**src/design/game_pkg.sv**
```systemverilog
//////////////////////////////////////////////////
// Game-world types, screen size and the sprite table
// shared by the RTL and the testbench
//////////////////////////////////////////////////
package game_pkg;

    typedef logic [7:0] coord_x_t;
    typedef logic [6:0] coord_y_t;
    typedef logic [2:0] colour_t;   // One bit each of R, G, B
    typedef logic [2:0] size_t;

    localparam int SCREEN_W = 160;
    localparam int SCREEN_H = 120;
    localparam colour_t BG_COLOUR = 3'd0;

    localparam size_t PLAYER_W = 3'd3;
    localparam colour_t PLAYER_COLOUR = 3'd7;
    localparam coord_x_t PLAYER_START_X = 8'd78;
    localparam coord_y_t PLAYER_START_Y = 7'd116;

    // Square sprite handed from the movers to the painter
    typedef struct packed {
        coord_x_t x;
        coord_y_t y;
        size_t    w;
        colour_t  colour;
    } sprite_t;

    typedef struct packed {
        coord_x_t x;
        coord_y_t y;
        size_t    w;
        logic     left;     // Start direction on x
        logic     up;       // Start direction on y
        colour_t  colour;
    } enemy_init_t;

    localparam int NUM_ENEMIES = 3;
    localparam enemy_init_t ENEMY_INIT [NUM_ENEMIES] = '{
        '{x: 8'd80,  y: 7'd60,  w: 3'd3, left: 1'b0, up: 1'b0, colour: 3'd4},
        '{x: 8'd100, y: 7'd50,  w: 3'd5, left: 1'b1, up: 1'b0, colour: 3'd2},
        '{x: 8'd30,  y: 7'd100, w: 3'd7, left: 1'b0, up: 1'b1, colour: 3'd1}
    };

    typedef enum logic [2:0] {
        LEVEL_SELECT,
        LOAD_LEVEL,
        LEVEL_PAUSE,
        PLAY_START,
        PLAY,
        PAUSING,
        GAME_OVER
    } game_mode_t;

endpackage
```
**src/design/bus_pkg.sv**
```systemverilog
//////////////////////////////////////////////////
// Frame-buffer address and the payload of the
// pixel write channel
//////////////////////////////////////////////////
package bus_pkg;

    typedef logic [14:0] fb_addr_t;

    typedef struct packed {
        fb_addr_t           addr;
        game_pkg::colour_t  colour;
    } pixel_wr_t;

    // Row-major pixel address
    function automatic fb_addr_t pix_addr(input game_pkg::coord_x_t x,
                                          input game_pkg::coord_y_t y);
        return fb_addr_t'(y) * fb_addr_t'(game_pkg::SCREEN_W) + fb_addr_t'(x);
    endfunction

endpackage

```
**src/design/game_top.sv**
```systemverilog
//////////////////////////////////////////////////
// Game top level wiring the mode FSM, the movers, the
// frame sequencer and two write engines that share
// one pixel channel
//////////////////////////////////////////////////
`timescale 1ns/1ps

module game_top (
    input  logic               clk,
    input  logic               resetn,
    input  logic               go,
    input  logic               left,
    input  logic               right,
    output logic               fb_awvalid,
    input  logic               fb_awready,
    output bus_pkg::pixel_wr_t fb_aw
);

    game_pkg::game_mode_t mode;
    game_pkg::sprite_t player;
    game_pkg::sprite_t [game_pkg::NUM_ENEMIES-1:0] enemies;
    logic player_hit, step;
    logic clear_start, clear_done, paint_start, paint_done;
    logic clear_req, clear_valid, clear_ready;
    logic paint_req, paint_valid, paint_ready;
    bus_pkg::pixel_wr_t clear_wr, paint_wr;

    game_fsm u_fsm (
        .clk(clk), .resetn(resetn), .go(go), .player_hit(player_hit), .mode(mode)
    );

    player_mover u_player (
        .clk(clk), .resetn(resetn), .mode(mode), .step(step),
        .left(left), .right(right), .player(player)
    );

    enemy_mover u_enemies (
        .clk(clk), .resetn(resetn), .mode(mode), .step(step), .player(player),
        .enemies(enemies), .player_hit(player_hit)
    );

    frame_sequencer u_seq (
        .clk(clk), .resetn(resetn), .mode(mode),
        .clear_done(clear_done), .paint_done(paint_done),
        .clear_start(clear_start), .paint_start(paint_start), .step(step)
    );

    clear_engine u_clear (
        .clk(clk), .resetn(resetn), .start(clear_start),
        .req(clear_req), .valid(clear_valid), .wr(clear_wr),
        .ready(clear_ready), .done(clear_done)
    );

    sprite_painter u_paint (
        .clk(clk), .resetn(resetn), .start(paint_start),
        .player(player), .enemies(enemies),
        .req(paint_req), .valid(paint_valid), .wr(paint_wr),
        .ready(paint_ready), .done(paint_done)
    );

    pixel_arbiter u_arb (
        .clk(clk), .resetn(resetn),
        .clear_req(clear_req), .clear_valid(clear_valid),
        .clear_wr(clear_wr), .clear_ready(clear_ready),
        .paint_req(paint_req), .paint_valid(paint_valid),
        .paint_wr(paint_wr), .paint_ready(paint_ready),
        .fb_awvalid(fb_awvalid), .fb_awready(fb_awready), .fb_aw(fb_aw)
    );

endmodule

```
**src/design/pixel_arbiter.sv**
```systemverilog
//////////////////////////////////////////////////
// Grants the shared pixel write channel to one
// engine for a whole burst, clear engine first
//////////////////////////////////////////////////
`timescale 1ns/1ps

module pixel_arbiter (
    input  logic               clk,
    input  logic               resetn,
    input  logic               clear_req,
    input  logic               clear_valid,
    input  bus_pkg::pixel_wr_t clear_wr,
    output logic               clear_ready,
    input  logic               paint_req,
    input  logic               paint_valid,
    input  bus_pkg::pixel_wr_t paint_wr,
    output logic               paint_ready,
    output logic               fb_awvalid,
    input  logic               fb_awready,
    output bus_pkg::pixel_wr_t fb_aw
);

    typedef enum logic [1:0] {OWN_NONE, OWN_CLEAR, OWN_PAINT} owner_t;

    owner_t owner;
    logic clear_gnt, paint_gnt;

    always_ff @(posedge clk) begin
        if (!resetn) begin
            owner <= OWN_NONE;
        end else begin
            case (owner)
                OWN_NONE: begin
                    if (clear_req)
                        owner <= OWN_CLEAR;
                    else if (paint_req)
                        owner <= OWN_PAINT;
                end
                OWN_CLEAR: if (!clear_req) owner <= OWN_NONE;
                OWN_PAINT: if (!paint_req) owner <= OWN_NONE;
                default:   owner <= OWN_NONE;
            endcase
        end
    end

    assign clear_gnt = owner == OWN_CLEAR;
    assign paint_gnt = owner == OWN_PAINT;

    assign fb_awvalid = (clear_gnt && clear_valid) || (paint_gnt && paint_valid);
    assign fb_aw = paint_gnt ? paint_wr : clear_wr;
    assign clear_ready = clear_gnt && fb_awready;   // Only the owner sees ready
    assign paint_ready = paint_gnt && fb_awready;

endmodule

```
**src/design/sprite_painter.sv**
```systemverilog
//////////////////////////////////////////////////
// Paints the player square and then each enemy
// square, row by row, as pixel writes
//////////////////////////////////////////////////
`timescale 1ns/1ps

module sprite_painter (
    input  logic                                          clk,
    input  logic                                          resetn,
    input  logic                                          start,
    input  game_pkg::sprite_t                             player,
    input  game_pkg::sprite_t [game_pkg::NUM_ENEMIES-1:0] enemies,
    output logic                                          req,
    output logic                                          valid,
    output bus_pkg::pixel_wr_t                            wr,
    input  logic                                          ready,
    output logic                                          done
);

    localparam int NSPR = game_pkg::NUM_ENEMIES + 1;

    game_pkg::sprite_t [NSPR-1:0] spr;     // Entry 0 is the player
    game_pkg::sprite_t cur;
    logic [$clog2(NSPR)-1:0] idx;
    game_pkg::size_t dx, dy;
    logic busy, row_end, sq_end;

    // Frame snapshot so the movers may step while we paint
    always_ff @(posedge clk) begin
        if (start)
            spr <= {enemies, player};
    end

    assign cur = spr[idx];
    assign row_end = dx == cur.w - 1'b1;
    assign sq_end = dy == cur.w - 1'b1;

    always_ff @(posedge clk) begin
        if (!resetn) begin
            busy <= 1'b0;
            done <= 1'b0;
            idx <= '0;
            dx <= '0;
            dy <= '0;
        end else begin
            done <= 1'b0;
            if (start) begin
                busy <= 1'b1;
                idx <= '0;
                dx <= '0;
                dy <= '0;
            end else if (valid && ready) begin
                dx <= row_end ? '0 : dx + 1'b1;
                if (row_end)
                    dy <= sq_end ? '0 : dy + 1'b1;
                if (row_end && sq_end && idx == NSPR - 1) begin
                    busy <= 1'b0;
                    done <= 1'b1;
                end else if (row_end && sq_end) begin
                    idx <= idx + 1'b1;     // Next sprite
                end
            end
        end
    end

    assign req = busy;
    assign valid = busy;
    assign wr = '{addr: bus_pkg::pix_addr(cur.x + game_pkg::coord_x_t'(dx),
                                          cur.y + game_pkg::coord_y_t'(dy)),
                  colour: cur.colour};

endmodule

```
**src/design/clear_engine.sv**
```systemverilog
//////////////////////////////////////////////////
// Raster scan writing the background colour to
// every screen pixel after a start pulse
//////////////////////////////////////////////////
`timescale 1ns/1ps

module clear_engine (
    input  logic               clk,
    input  logic               resetn,
    input  logic               start,
    output logic               req,
    output logic               valid,
    output bus_pkg::pixel_wr_t wr,
    input  logic               ready,
    output logic               done
);

    logic busy;
    logic row_end, last;
    game_pkg::coord_x_t x;
    game_pkg::coord_y_t y;

    assign row_end = x == game_pkg::coord_x_t'(game_pkg::SCREEN_W - 1);
    assign last = row_end && y == game_pkg::coord_y_t'(game_pkg::SCREEN_H - 1);

    always_ff @(posedge clk) begin
        if (!resetn) begin
            busy <= 1'b0;
            done <= 1'b0;
            x <= '0;
            y <= '0;
        end else begin
            done <= 1'b0;
            if (start) begin
                busy <= 1'b1;
                x <= '0;
                y <= '0;
            end else if (valid && ready) begin
                x <= row_end ? '0 : x + 1'b1;
                if (row_end)
                    y <= y + 1'b1;
                if (last) begin
                    busy <= 1'b0;
                    done <= 1'b1;
                end
            end
        end
    end

    assign req = busy;      // Falls the cycle after the last transfer
    assign valid = busy;
    assign wr = '{addr: bus_pkg::pix_addr(x, y), colour: game_pkg::BG_COLOUR};

endmodule

```
**src/design/frame_sequencer.sv**
```systemverilog
//////////////////////////////////////////////////
// Orders each frame: clear, paint, then the mover
// step while playing
//////////////////////////////////////////////////
`timescale 1ns/1ps

module frame_sequencer (
    input  logic                 clk,
    input  logic                 resetn,
    input  game_pkg::game_mode_t mode,
    input  logic                 clear_done,
    input  logic                 paint_done,
    output logic                 clear_start,
    output logic                 paint_start,
    output logic                 step
);

    typedef enum logic [1:0] {IDLE, CLEARING, PAINTING, OVER} seq_state_t;

    seq_state_t state;
    game_pkg::game_mode_t frame_mode;   // Mode that launched the current frame
    logic [1:0] settle;                 // Lets player_hit reach the mode after a step

    always_ff @(posedge clk) begin
        if (!resetn) begin
            state <= IDLE;
            frame_mode <= game_pkg::LEVEL_SELECT;
            settle <= '0;
            clear_start <= 1'b0;
            paint_start <= 1'b0;
            step <= 1'b0;
        end else begin
            clear_start <= 1'b0;
            paint_start <= 1'b0;
            step <= 1'b0;
            if (settle != '0)
                settle <= settle - 1'b1;
            case (state)
                IDLE: begin
                    if (settle == '0 && (mode == game_pkg::LOAD_LEVEL ||
                        mode == game_pkg::PLAY || mode == game_pkg::GAME_OVER)) begin
                        frame_mode <= mode;
                        clear_start <= 1'b1;
                        state <= CLEARING;
                    end
                end
                CLEARING: begin
                    if (clear_done && frame_mode == game_pkg::GAME_OVER) begin
                        state <= OVER;              // Game over shows a blank screen
                    end else if (clear_done) begin
                        paint_start <= 1'b1;
                        state <= PAINTING;
                    end
                end
                PAINTING: begin
                    if (paint_done && frame_mode == game_pkg::PLAY) begin
                        step <= 1'b1;
                        settle <= 2'd3;
                        state <= IDLE;
                    end else if (paint_done) begin
                        state <= OVER;
                    end
                end
                default: if (mode != frame_mode) state <= IDLE;   // One frame per entry
            endcase
        end
    end

endmodule

```
**src/design/enemy_mover.sv**
```systemverilog
//////////////////////////////////////////////////
// Bouncing enemy squares and the registered
// player overlap flag
//////////////////////////////////////////////////
`timescale 1ns/1ps

module enemy_mover (
    input  logic                                          clk,
    input  logic                                          resetn,
    input  game_pkg::game_mode_t                          mode,
    input  logic                                          step,
    input  game_pkg::sprite_t                             player,
    output game_pkg::sprite_t [game_pkg::NUM_ENEMIES-1:0] enemies,
    output logic                                          player_hit
);

    logic [game_pkg::NUM_ENEMIES-1:0] left, up;
    logic [game_pkg::NUM_ENEMIES-1:0] hit;
    logic [8:0] nx [game_pkg::NUM_ENEMIES];   // {new direction, new position}
    logic [8:0] ny [game_pkg::NUM_ENEMIES];

    // One pixel move on an axis; bounces in the same step at an edge
    function automatic logic [8:0] axis_step(input logic [7:0] p, input game_pkg::size_t w,
                                             input logic back, input int limit);
        logic back_next;
        back_next = back ? (p != 8'd0) : (int'(p) + int'(w) >= limit);
        return back_next ? {1'b1, p - 8'd1} : {1'b0, p + 8'd1};
    endfunction

    function automatic logic overlaps(input game_pkg::sprite_t a, input game_pkg::sprite_t b);
        return int'(a.x) < int'(b.x) + int'(b.w) && int'(b.x) < int'(a.x) + int'(a.w) &&
               int'(a.y) < int'(b.y) + int'(b.w) && int'(b.y) < int'(a.y) + int'(a.w);
    endfunction

    always_comb begin
        for (int i = 0; i < game_pkg::NUM_ENEMIES; i++) begin
            nx[i] = axis_step(enemies[i].x, enemies[i].w, left[i], game_pkg::SCREEN_W);
            ny[i] = axis_step({1'b0, enemies[i].y}, enemies[i].w, up[i], game_pkg::SCREEN_H);
            hit[i] = overlaps(player, enemies[i]);
        end
    end

    always_ff @(posedge clk) begin
        if (!resetn || mode == game_pkg::LOAD_LEVEL) begin
            for (int i = 0; i < game_pkg::NUM_ENEMIES; i++) begin
                enemies[i] <= '{x: game_pkg::ENEMY_INIT[i].x, y: game_pkg::ENEMY_INIT[i].y,
                                w: game_pkg::ENEMY_INIT[i].w,
                                colour: game_pkg::ENEMY_INIT[i].colour};
                left[i] <= game_pkg::ENEMY_INIT[i].left;
                up[i] <= game_pkg::ENEMY_INIT[i].up;
            end
        end else if (step) begin
            for (int i = 0; i < game_pkg::NUM_ENEMIES; i++) begin
                enemies[i].x <= nx[i][7:0];
                enemies[i].y <= ny[i][6:0];
                left[i] <= nx[i][8];
                up[i] <= ny[i][8];
            end
        end
    end

    // Follows each position update by one cycle
    always_ff @(posedge clk) begin
        if (!resetn)
            player_hit <= 1'b0;
        else
            player_hit <= |hit;
    end

endmodule

```
**src/design/player_mover.sv**
```systemverilog
//////////////////////////////////////////////////
// Player square position, one pixel per frame step
// toward the held key, clamped to the screen
//////////////////////////////////////////////////
`timescale 1ns/1ps

module player_mover (
    input  logic                 clk,
    input  logic                 resetn,
    input  game_pkg::game_mode_t mode,
    input  logic                 step,
    input  logic                 left,
    input  logic                 right,
    output game_pkg::sprite_t    player
);

    localparam game_pkg::coord_x_t X_MAX =
        game_pkg::coord_x_t'(game_pkg::SCREEN_W - game_pkg::PLAYER_W);

    game_pkg::coord_x_t x;

    always_ff @(posedge clk) begin
        if (!resetn || mode == game_pkg::LOAD_LEVEL) begin
            x <= game_pkg::PLAYER_START_X;
        end else if (step) begin
            if (left && !right && x != '0)
                x <= x - 1'b1;
            else if (right && !left && x != X_MAX)
                x <= x + 1'b1;
        end
    end

    assign player = '{x: x, y: game_pkg::PLAYER_START_Y,
                      w: game_pkg::PLAYER_W, colour: game_pkg::PLAYER_COLOUR};

endmodule

```
**src/design/game_fsm.sv**
```systemverilog
//////////////////////////////////////////////////
// Game mode FSM stepped by the single go key
//////////////////////////////////////////////////
`timescale 1ns/1ps

module game_fsm (
    input  logic                 clk,
    input  logic                 resetn,
    input  logic                 go,
    input  logic                 player_hit,
    output game_pkg::game_mode_t mode
);

    game_pkg::game_mode_t mode_next;

    // States alternate between waiting for press and for release,
    // so one held press moves a single state only
    always_comb begin
        mode_next = mode;
        case (mode)
            game_pkg::LEVEL_SELECT: if (go) mode_next = game_pkg::LOAD_LEVEL;
            game_pkg::LOAD_LEVEL:   if (!go) mode_next = game_pkg::LEVEL_PAUSE;
            game_pkg::LEVEL_PAUSE:  if (go) mode_next = game_pkg::PLAY_START;
            game_pkg::PLAY_START:   if (!go) mode_next = game_pkg::PLAY;
            game_pkg::PLAY: begin
                if (go)
                    mode_next = game_pkg::PAUSING;   // Pause wins over a hit
                else if (player_hit)
                    mode_next = game_pkg::GAME_OVER;
            end
            game_pkg::PAUSING:      if (!go) mode_next = game_pkg::LEVEL_PAUSE;
            game_pkg::GAME_OVER:    if (go) mode_next = game_pkg::LOAD_LEVEL;
            default:                mode_next = game_pkg::LEVEL_SELECT;
        endcase
    end

    always_ff @(posedge clk) begin
        if (!resetn)
            mode <= game_pkg::LEVEL_SELECT;
        else
            mode <= mode_next;
    end

endmodule

```
**config.mk**
```make
export PLATFORM = sky130hd
export DESIGN_NAME = game_top
export DESIGN_NICKNAME = d
export VERILOG_FILES = /design/src/design/game_pkg.sv /design/src/design/bus_pkg.sv /design/src/design/game_top.sv /design/src/design/pixel_arbiter.sv /design/src/design/sprite_painter.sv /design/src/design/clear_engine.sv /design/src/design/frame_sequencer.sv /design/src/design/enemy_mover.sv /design/src/design/player_mover.sv /design/src/design/game_fsm.sv
export SDC_FILE = /design/constraint.sdc
export NUM_CORES = 1
export LEC_CHECK = 0
export BUFFER_PORTS_ARGS = -buffer_cell sky130_fd_sc_hd__buf_2
export CORE_MARGIN = 5
export CORE_UTILIZATION = 40
export DETAILED_ROUTE_END_ITERATION = 16
export SLEW_MARGIN = 20
export SYNTH_ARGS = -nofsm -noshare
export SYNTH_HDL_FRONTEND = slang
export SYNTH_SLANG_ARGS = --single-unit
```
**constraint.sdc**
```tcl
create_clock -name clk -period 11.1 [get_ports clk]
set_input_delay 1.11 -clock clk [delete_from_list [all_inputs] [get_ports clk]]
set_output_delay 1.11 -clock clk [all_outputs]
set_load 0.02 [all_outputs]
```
# After elaboration in Yosys (flattened, before gate mapping)
# Cells that the tools add are included.
dict set report classes {
  n_addsub 32
  multipliers 2
  div_mod_pow 0
  magnitude_cmp 19
  n_eq_ne 30
  shift 0
  muxes 53
  bitwise 5
  reduce_logical 70
}
# op n
set ops {}
lappend ops {{9-bit by 32-bit less-than comparator with 1-bit output} 6}
lappend ops {{32-bit by 8-bit greater-or-equal comparator with 1-bit output (second input constant)} 3}
lappend ops {{32-bit by 9-bit greater-or-equal comparator with 1-bit output (second input constant)} 3}
lappend ops {{8-bit by 32-bit less-than comparator with 1-bit output (first input constant)} 3}
lappend ops {{9-bit two-way mux} 6}
lappend ops {{21-bit binary-select mux with 2-bit select} 1}
lappend ops {{8-bit by 1-bit adder with 8-bit output (second input constant)} 5}
lappend ops {{8-bit nonzero test} 4}
lappend ops {{8-bit by 1-bit subtractor with 8-bit output (second input constant)} 4}
lappend ops {{15-bit by 8-bit adder with 15-bit output} 2}
lappend ops {{2-bit two-way mux} 13}
lappend ops {{1-bit logical AND} 25}
lappend ops {{7-bit by 1-bit adder with 8-bit output (second input constant)} 3}
lappend ops {{3-bit two-way mux} 8}
lappend ops {{8-bit two-way mux} 3}
lappend ops {{7-bit by 1-bit subtractor with 8-bit output (second input constant)} 3}
lappend ops {{7-bit less-than comparator (second input constant)} 3}
lappend ops {{21-bit two-way mux} 1}
lappend ops {{7-bit nonzero test} 3}
lappend ops {{7-bit by 3-bit multiplier with 10-bit output (second input constant)} 2}
lappend ops {{8-bit by 2-bit adder with 9-bit output (second input constant)} 2}
lappend ops {{8-bit by 3-bit adder with 9-bit output (second input constant)} 2}
lappend ops {{18-bit two-way mux} 1}
lappend ops {{1-bit two-way mux} 17}
lappend ops {{40 further kinds} 88}
dict set report word_totals {
  ff_bits 155
  latchBits 0
  mem_bits_rw 0
  mem_bits_ro 0
  input_bits 6
  output_inout_bits 19
  wordCells 245
  n_memories 0
}

# Logic depth before layout (Yosys ltp)
dict set report logic_depth {
  word_depth 9
  ltp_mapped 20
  depth_no_buf 19
}

# Modules after synthesis
# A second synthesis with hierarchy kept.
dict set report hier_totals {
  cells_unflattened 1395
  hier_area_um2 13817.0
}
# mod n_inst cells_per_inst area_each_um2 seq_area_each_um2
set modules_own_cells {}
lappend modules_own_cells {enemy_mover 1 764 6308.6 1041.0}
lappend modules_own_cells {sprite_painter 1 286 4423.0 2722.6}
lappend modules_own_cells {clear_engine 1 153 1303.8 340.3}
lappend modules_own_cells {player_mover 1 91 737.0 160.2}
lappend modules_own_cells {frame_sequencer 1 54 493.0 200.2}
lappend modules_own_cells {pixel_arbiter 1 32 395.4 40.0}
lappend modules_own_cells {game_fsm 1 15 156.4 60.1}

# Worst setup path after synthesis
# OpenSTA, ideal clock, no wires.
dict set report synth_timing {
  kind {register to output}
  from {register u_paint.idx[0]}
  to {output port fb_aw[16] (netlist name)}
  arrival_ps 4305
  path_slack_ps 5685
  path_stages_with_launch 21
  path_buffers 2
  path_cell_list {dfxtp_1 buf_4 buf_2 mux2i_1 o21ai_0 ha_1 fa_1 a21oi_1 nor2_1 xnor2_1 inv_1 ha_1 inv_1 fa_1 xor2_1 nor2_1 nand2b_1 nor4b_1 xor2_1 xnor2_1 mux2i_1}
}
# item line_no
set synth_lines {}
lappend synth_lines {{start: declaration} sprite_painter.sv:24} ;# logic [$clog2(NSPR)-1:0] idx;
lappend synth_lines {{start signal: assignment} sprite_painter.sv:60} ;# idx <= idx + 1'b1;
lappend synth_lines {{end: declaration} game_top.sv:16} ;# output bus_pkg::pixel_wr_t fb_aw

==> impl_metrics.csv <==
group,metric,value,unit
layout,n_fill_cell,2611,
sta,holdWs,0.469,ns
clock_tree,clkTransAtPathRegs,0.07,ns
synth,ys_seq_area_share,33.0,%
synth,synth_ff_type,"dfxtp_1",
sta,fin_skew,0.0125,ns
critical_path,critPathMaxStageDelay,0.83,ns
layout,diodes,0,
critical_path,worstSetupPathDepth,20,
synth,yosys-top-cells-area,"dfxtp_1 19%, ha_1 15%, edfxtp_1 14%",
global_routing,grt_max_degree,60,
drt,post_drt_wl_per_cell,15.5,um
drt,wirelength,23900,um
drt,first_pass_iters,6,
critical_path,r2r_slack,7.03,ns
placement,port_buffers,24,
synth,synthArstFlopShare,0,%
critical_path,end_kind,"output port",
drt,drc,0,
power,ir_drop,0.0977,mV
synth,synth_nets,1328,
critical_path,slowest_stage,"dfxtp_1",
critical_path,critical-path-top-delay-family,"adder cells",
global_routing,grt_pass1_vias,8120,
critical_path,cp-startpoint,"u_paint.idx[1]",
floorplan,die-height,176,um
clock_tree,cts_setup_buffers,0,
layout,drive_gt1_share,7.51,%
sta,tns,0,ns
global_routing,grtUsageTotal,16.1,%
drt,via_per_inst,5.37,
synth,synth_warnings,0,
clock_tree,postCtsHoldBufs,0,
global_routing,grt_overflow,0,
min_path,min-delay-path-class,"reg2reg",
floorplan,coreArea,27000,um^2
drt,drt_iter0_drc,443,
critical_path,worstSetupPathType,"reg2out",
sta,min_period_over_period,56.1,%
synth,syn_area,11000,um^2
synth,synth_edf_count,53,
layout,seq_area,3640,um^2
clock_tree,cts_buffers,17,
global_routing,grt_first_pass_wirelength,41100,um
critical_path,cp_cell_sequence,"nor2b_1 > nand2_1 > o21ai_0 > ha_1 > fa_1 > a21oi_1 > nor2_1 > xnor2_1 > inv_1 > ha_1 > inv_1 > fa_1 > xor2_1 > nor2_1 > nand2b_1 > nor4b_1 > xor2_1 > xnor2_1 > mux2i_1 > buf_2",
sta,rsz0062_at_grt,"no",
placement,gp_congestion,0.857,
clock_tree,cts-htree-levels,4,
clock_tree,cts_tree,"done",
sta,hold_viol,0,
critical_path,cp.required,9.99,ns
critical_path,reg2regPathDepth,14,
sta,worst_slew_pin_slew,0.891,ns
critical_path,timing.rr.start,"u_enemies.enemies[55]",
critical_path,crit_end,"fb_aw[16]",
layout,nets,1339,
global_routing,antenna_found_initial,0,
synth,synthCells,1175,
floorplan,rows,60,
synth,synth_top_cell_area_share,18.5,%
clock_tree,clock_latency,0.43,ns
drt,vias,8265,
sta,slew_headroom,40.5,%
floorplan,die_w,176,um
layout,multi_input_area,7000,um^2
sta,drv_slew,0,
sta,final-setup-viol-count,0,
critical_path,critical_path_buf_inv_count,3,
critical_path,worst_ep_arrival_time,5.12,ns
synth,ys_types,76,
placement,dp_hpwl,17400,um
layout,syn_to_final_growth,8.99,%
clock_tree,clockRootBuffer,"clkbuf_16",
synth,synth_top_area_cell,"dfxtp_1",
clock_tree,cts.sinks,155,
clock_tree,postCtsResizedCells,0,
power,leakagePower,4.84,nW
clock_tree,clock_path_buffers,2,
status,status,"complete, no violations",
sta,max_freq,160,MHz
synth,synth_area_per_cell,9.37,um^2
floorplan,fp.dieArea,30900,um^2
drt,drtAntennaViolNets,0,
synth,synth-seq-cells,155,
critical_path,cp-start-kind,"flop",
power,power_density,99.1,nW/um^2
floorplan,initial_core_util,40.7,%
critical_path,crit_fanout,22,
job,maxCapViolCount,0,
sta,layout_min_cycle_time,6.23,ns
critical_path,reg2reg_to,"u_enemies.enemies[62]",
floorplan,ios,25,
metal layers:
metal	global-route usage, %	vias up	wire length [um]	part of all wire [%]
met4	3.80	0	329	1.4
met3	2.97	20	738	3.1
met1	21.7	3889	11600	48
met2	26.9	119	11300	47
met5	0	-	0	0
li1	-	4237	-	-
worst reg2reg max path: stages, from the launching register on:
cell and delay [ns]:
dfxtp_1 0.57, inv_1 0.12, ha_1 0.24, nor2b_1 0.17, or3_1 0.34, a32oi_1 0.28, o31a_1 0.44, ha_1 0.31
a21oi_1 0.14, nor2b_1 0.07, o31a_1 0.26, o41ai_1 0.52, xnor2_1 0.19, a21oi_1 0.08, a311oi_1 0.26
layout make-up:
class	instances	share of cell area, %
clock buffers	21	3.96
repair buffers	29	1.31
clock inverters	11	0.897
inverters	52	1.63
multi-input cells	931	58.3
well taps	341	3.56
flip-flops and latches	155	30.3
power by group:
| part | switching, mW | leakage, nW | total, mW | internal, mW |
|---|---|---|---|---|
| sequential | 0.00186 | 1.35 | 0.586 | 0.584 |
| combinational | 0.0180 | 3.20 | 0.0262 | 0.00821 |
| clock | 0.243 | 0.288 | 0.577 | 0.334 |
| total | 0.263 | 4.84 | 1.19 | 0.926 |
metrics by stage:
stage / utilization, % / area, um^2 / instances / setup slack [ns] / power (mW)
after floorplan: - / 11000 / 1175 / 5.68 / 0.617
after global placement: 42.2 / 11400 / 1508 / 5.35 / 0.625
after detailed placement: 42.2 / 11400 / 1508 / 5.28 / 0.625
after CTS: 44.4 / 12000 / 1540 / 4.84 / 1.20
after global routing: 44.4 / 12000 / 1540 / 4.38 / 1.23
final: 44.4 / 12000 / 1540 / 4.87 / 1.19
worst min path at each step:
| stage | startpoint | endpoint | cells past startpoint | slack, ns |
|---|---|---|---|---|
| floorplan | u_seq.clear_start | u_clear.req | 2 | 0.43 |
| global placement | u_seq.clear_start | u_clear.req | 2 | 0.45 |
| detailed placement | u_seq.clear_start | u_clear.req | 2 | 0.47 |
| CTS | u_seq.settle[0] | u_seq.settle[0] | 1 | 0.48 |
| global route | u_seq.settle[1] | u_seq.settle[0] | 2 | 0.49 |
| finish | u_seq.settle[0] | u_seq.settle[0] | 1 | 0.47 |
kinds of logic after synthesis:
kind of cell,synth area share [%]
AND/OR/NAND/NOR,15.6
AO/OA/AOI/OAI,14.9
flip-flops,33.0
adder cells (fa/ha/maj),17.6
XOR/XNOR,9.71
buffers and inverters,3.53
multiplexers,5.65
state kept, by name, indices dropped and copies added (netlist names), 2 cells and up:
name and flops:
u_paint.idx 2, u_seq.state 2, u_arb.owner 2, u_enemies.left 3
u_enemies.up 3, u_paint.dy 3, u_paint.dx 3, u_seq.settle 2
u_fsm.mode 3, u_enemies.enemies 45, u_seq.frame_mode 3, u_clear.x 8
u_player.x 8, u_clear.y 7, u_paint.spr 53
cells in the mapped netlist (all sizes together), types with 4 or more instances:
master,instances
ha,134
nor2,127
dfxtp,102
nand2,86
a21oi,73
o21ai,69
xnor2,65
xor2,57
edfxtp,53
inv,52
mux2i,43
clkbuf,28
a21o,27
nor2b,25
nand3,19
nand2b,15
fa,13
nand4,13
nor3,13
o211ai,12
nor3b,11
a211oi,9
a31oi,8
buf,8
mux4,8
and3,7
or3,7
a31o,6
o21a,6
o21bai,6
nor4b,5
o31a,5
nand3b,4
nor4,4
o41ai,4
cell usage in the layout (no fill, tap or decap), drive strengths merged, types with 4 or more instances in the layout:
cell type	instances
xor2	57
nand2b	15
a21oi	73
xnor2	65
dfxtp	102
a31oi	8
or3	7
inv	57
o211ai	12
and3	7
clkbuf	21
a31o	6
o21bai	6
ha	134
nand4	13
nand3b	4
clkinv	4
o41ai	4
o21ai	69
o21a	6
fa	13
nor2b	25
a21o	27
nor3	13
nor4	4
nor3b	11
nand2	86
nor2	127
buf	29
edfxtp	53
o31a	5
mux2i	43
mux4	8
nor4b	5
a211oi	9
nand3	19
(Power assumes the default switching activity.)
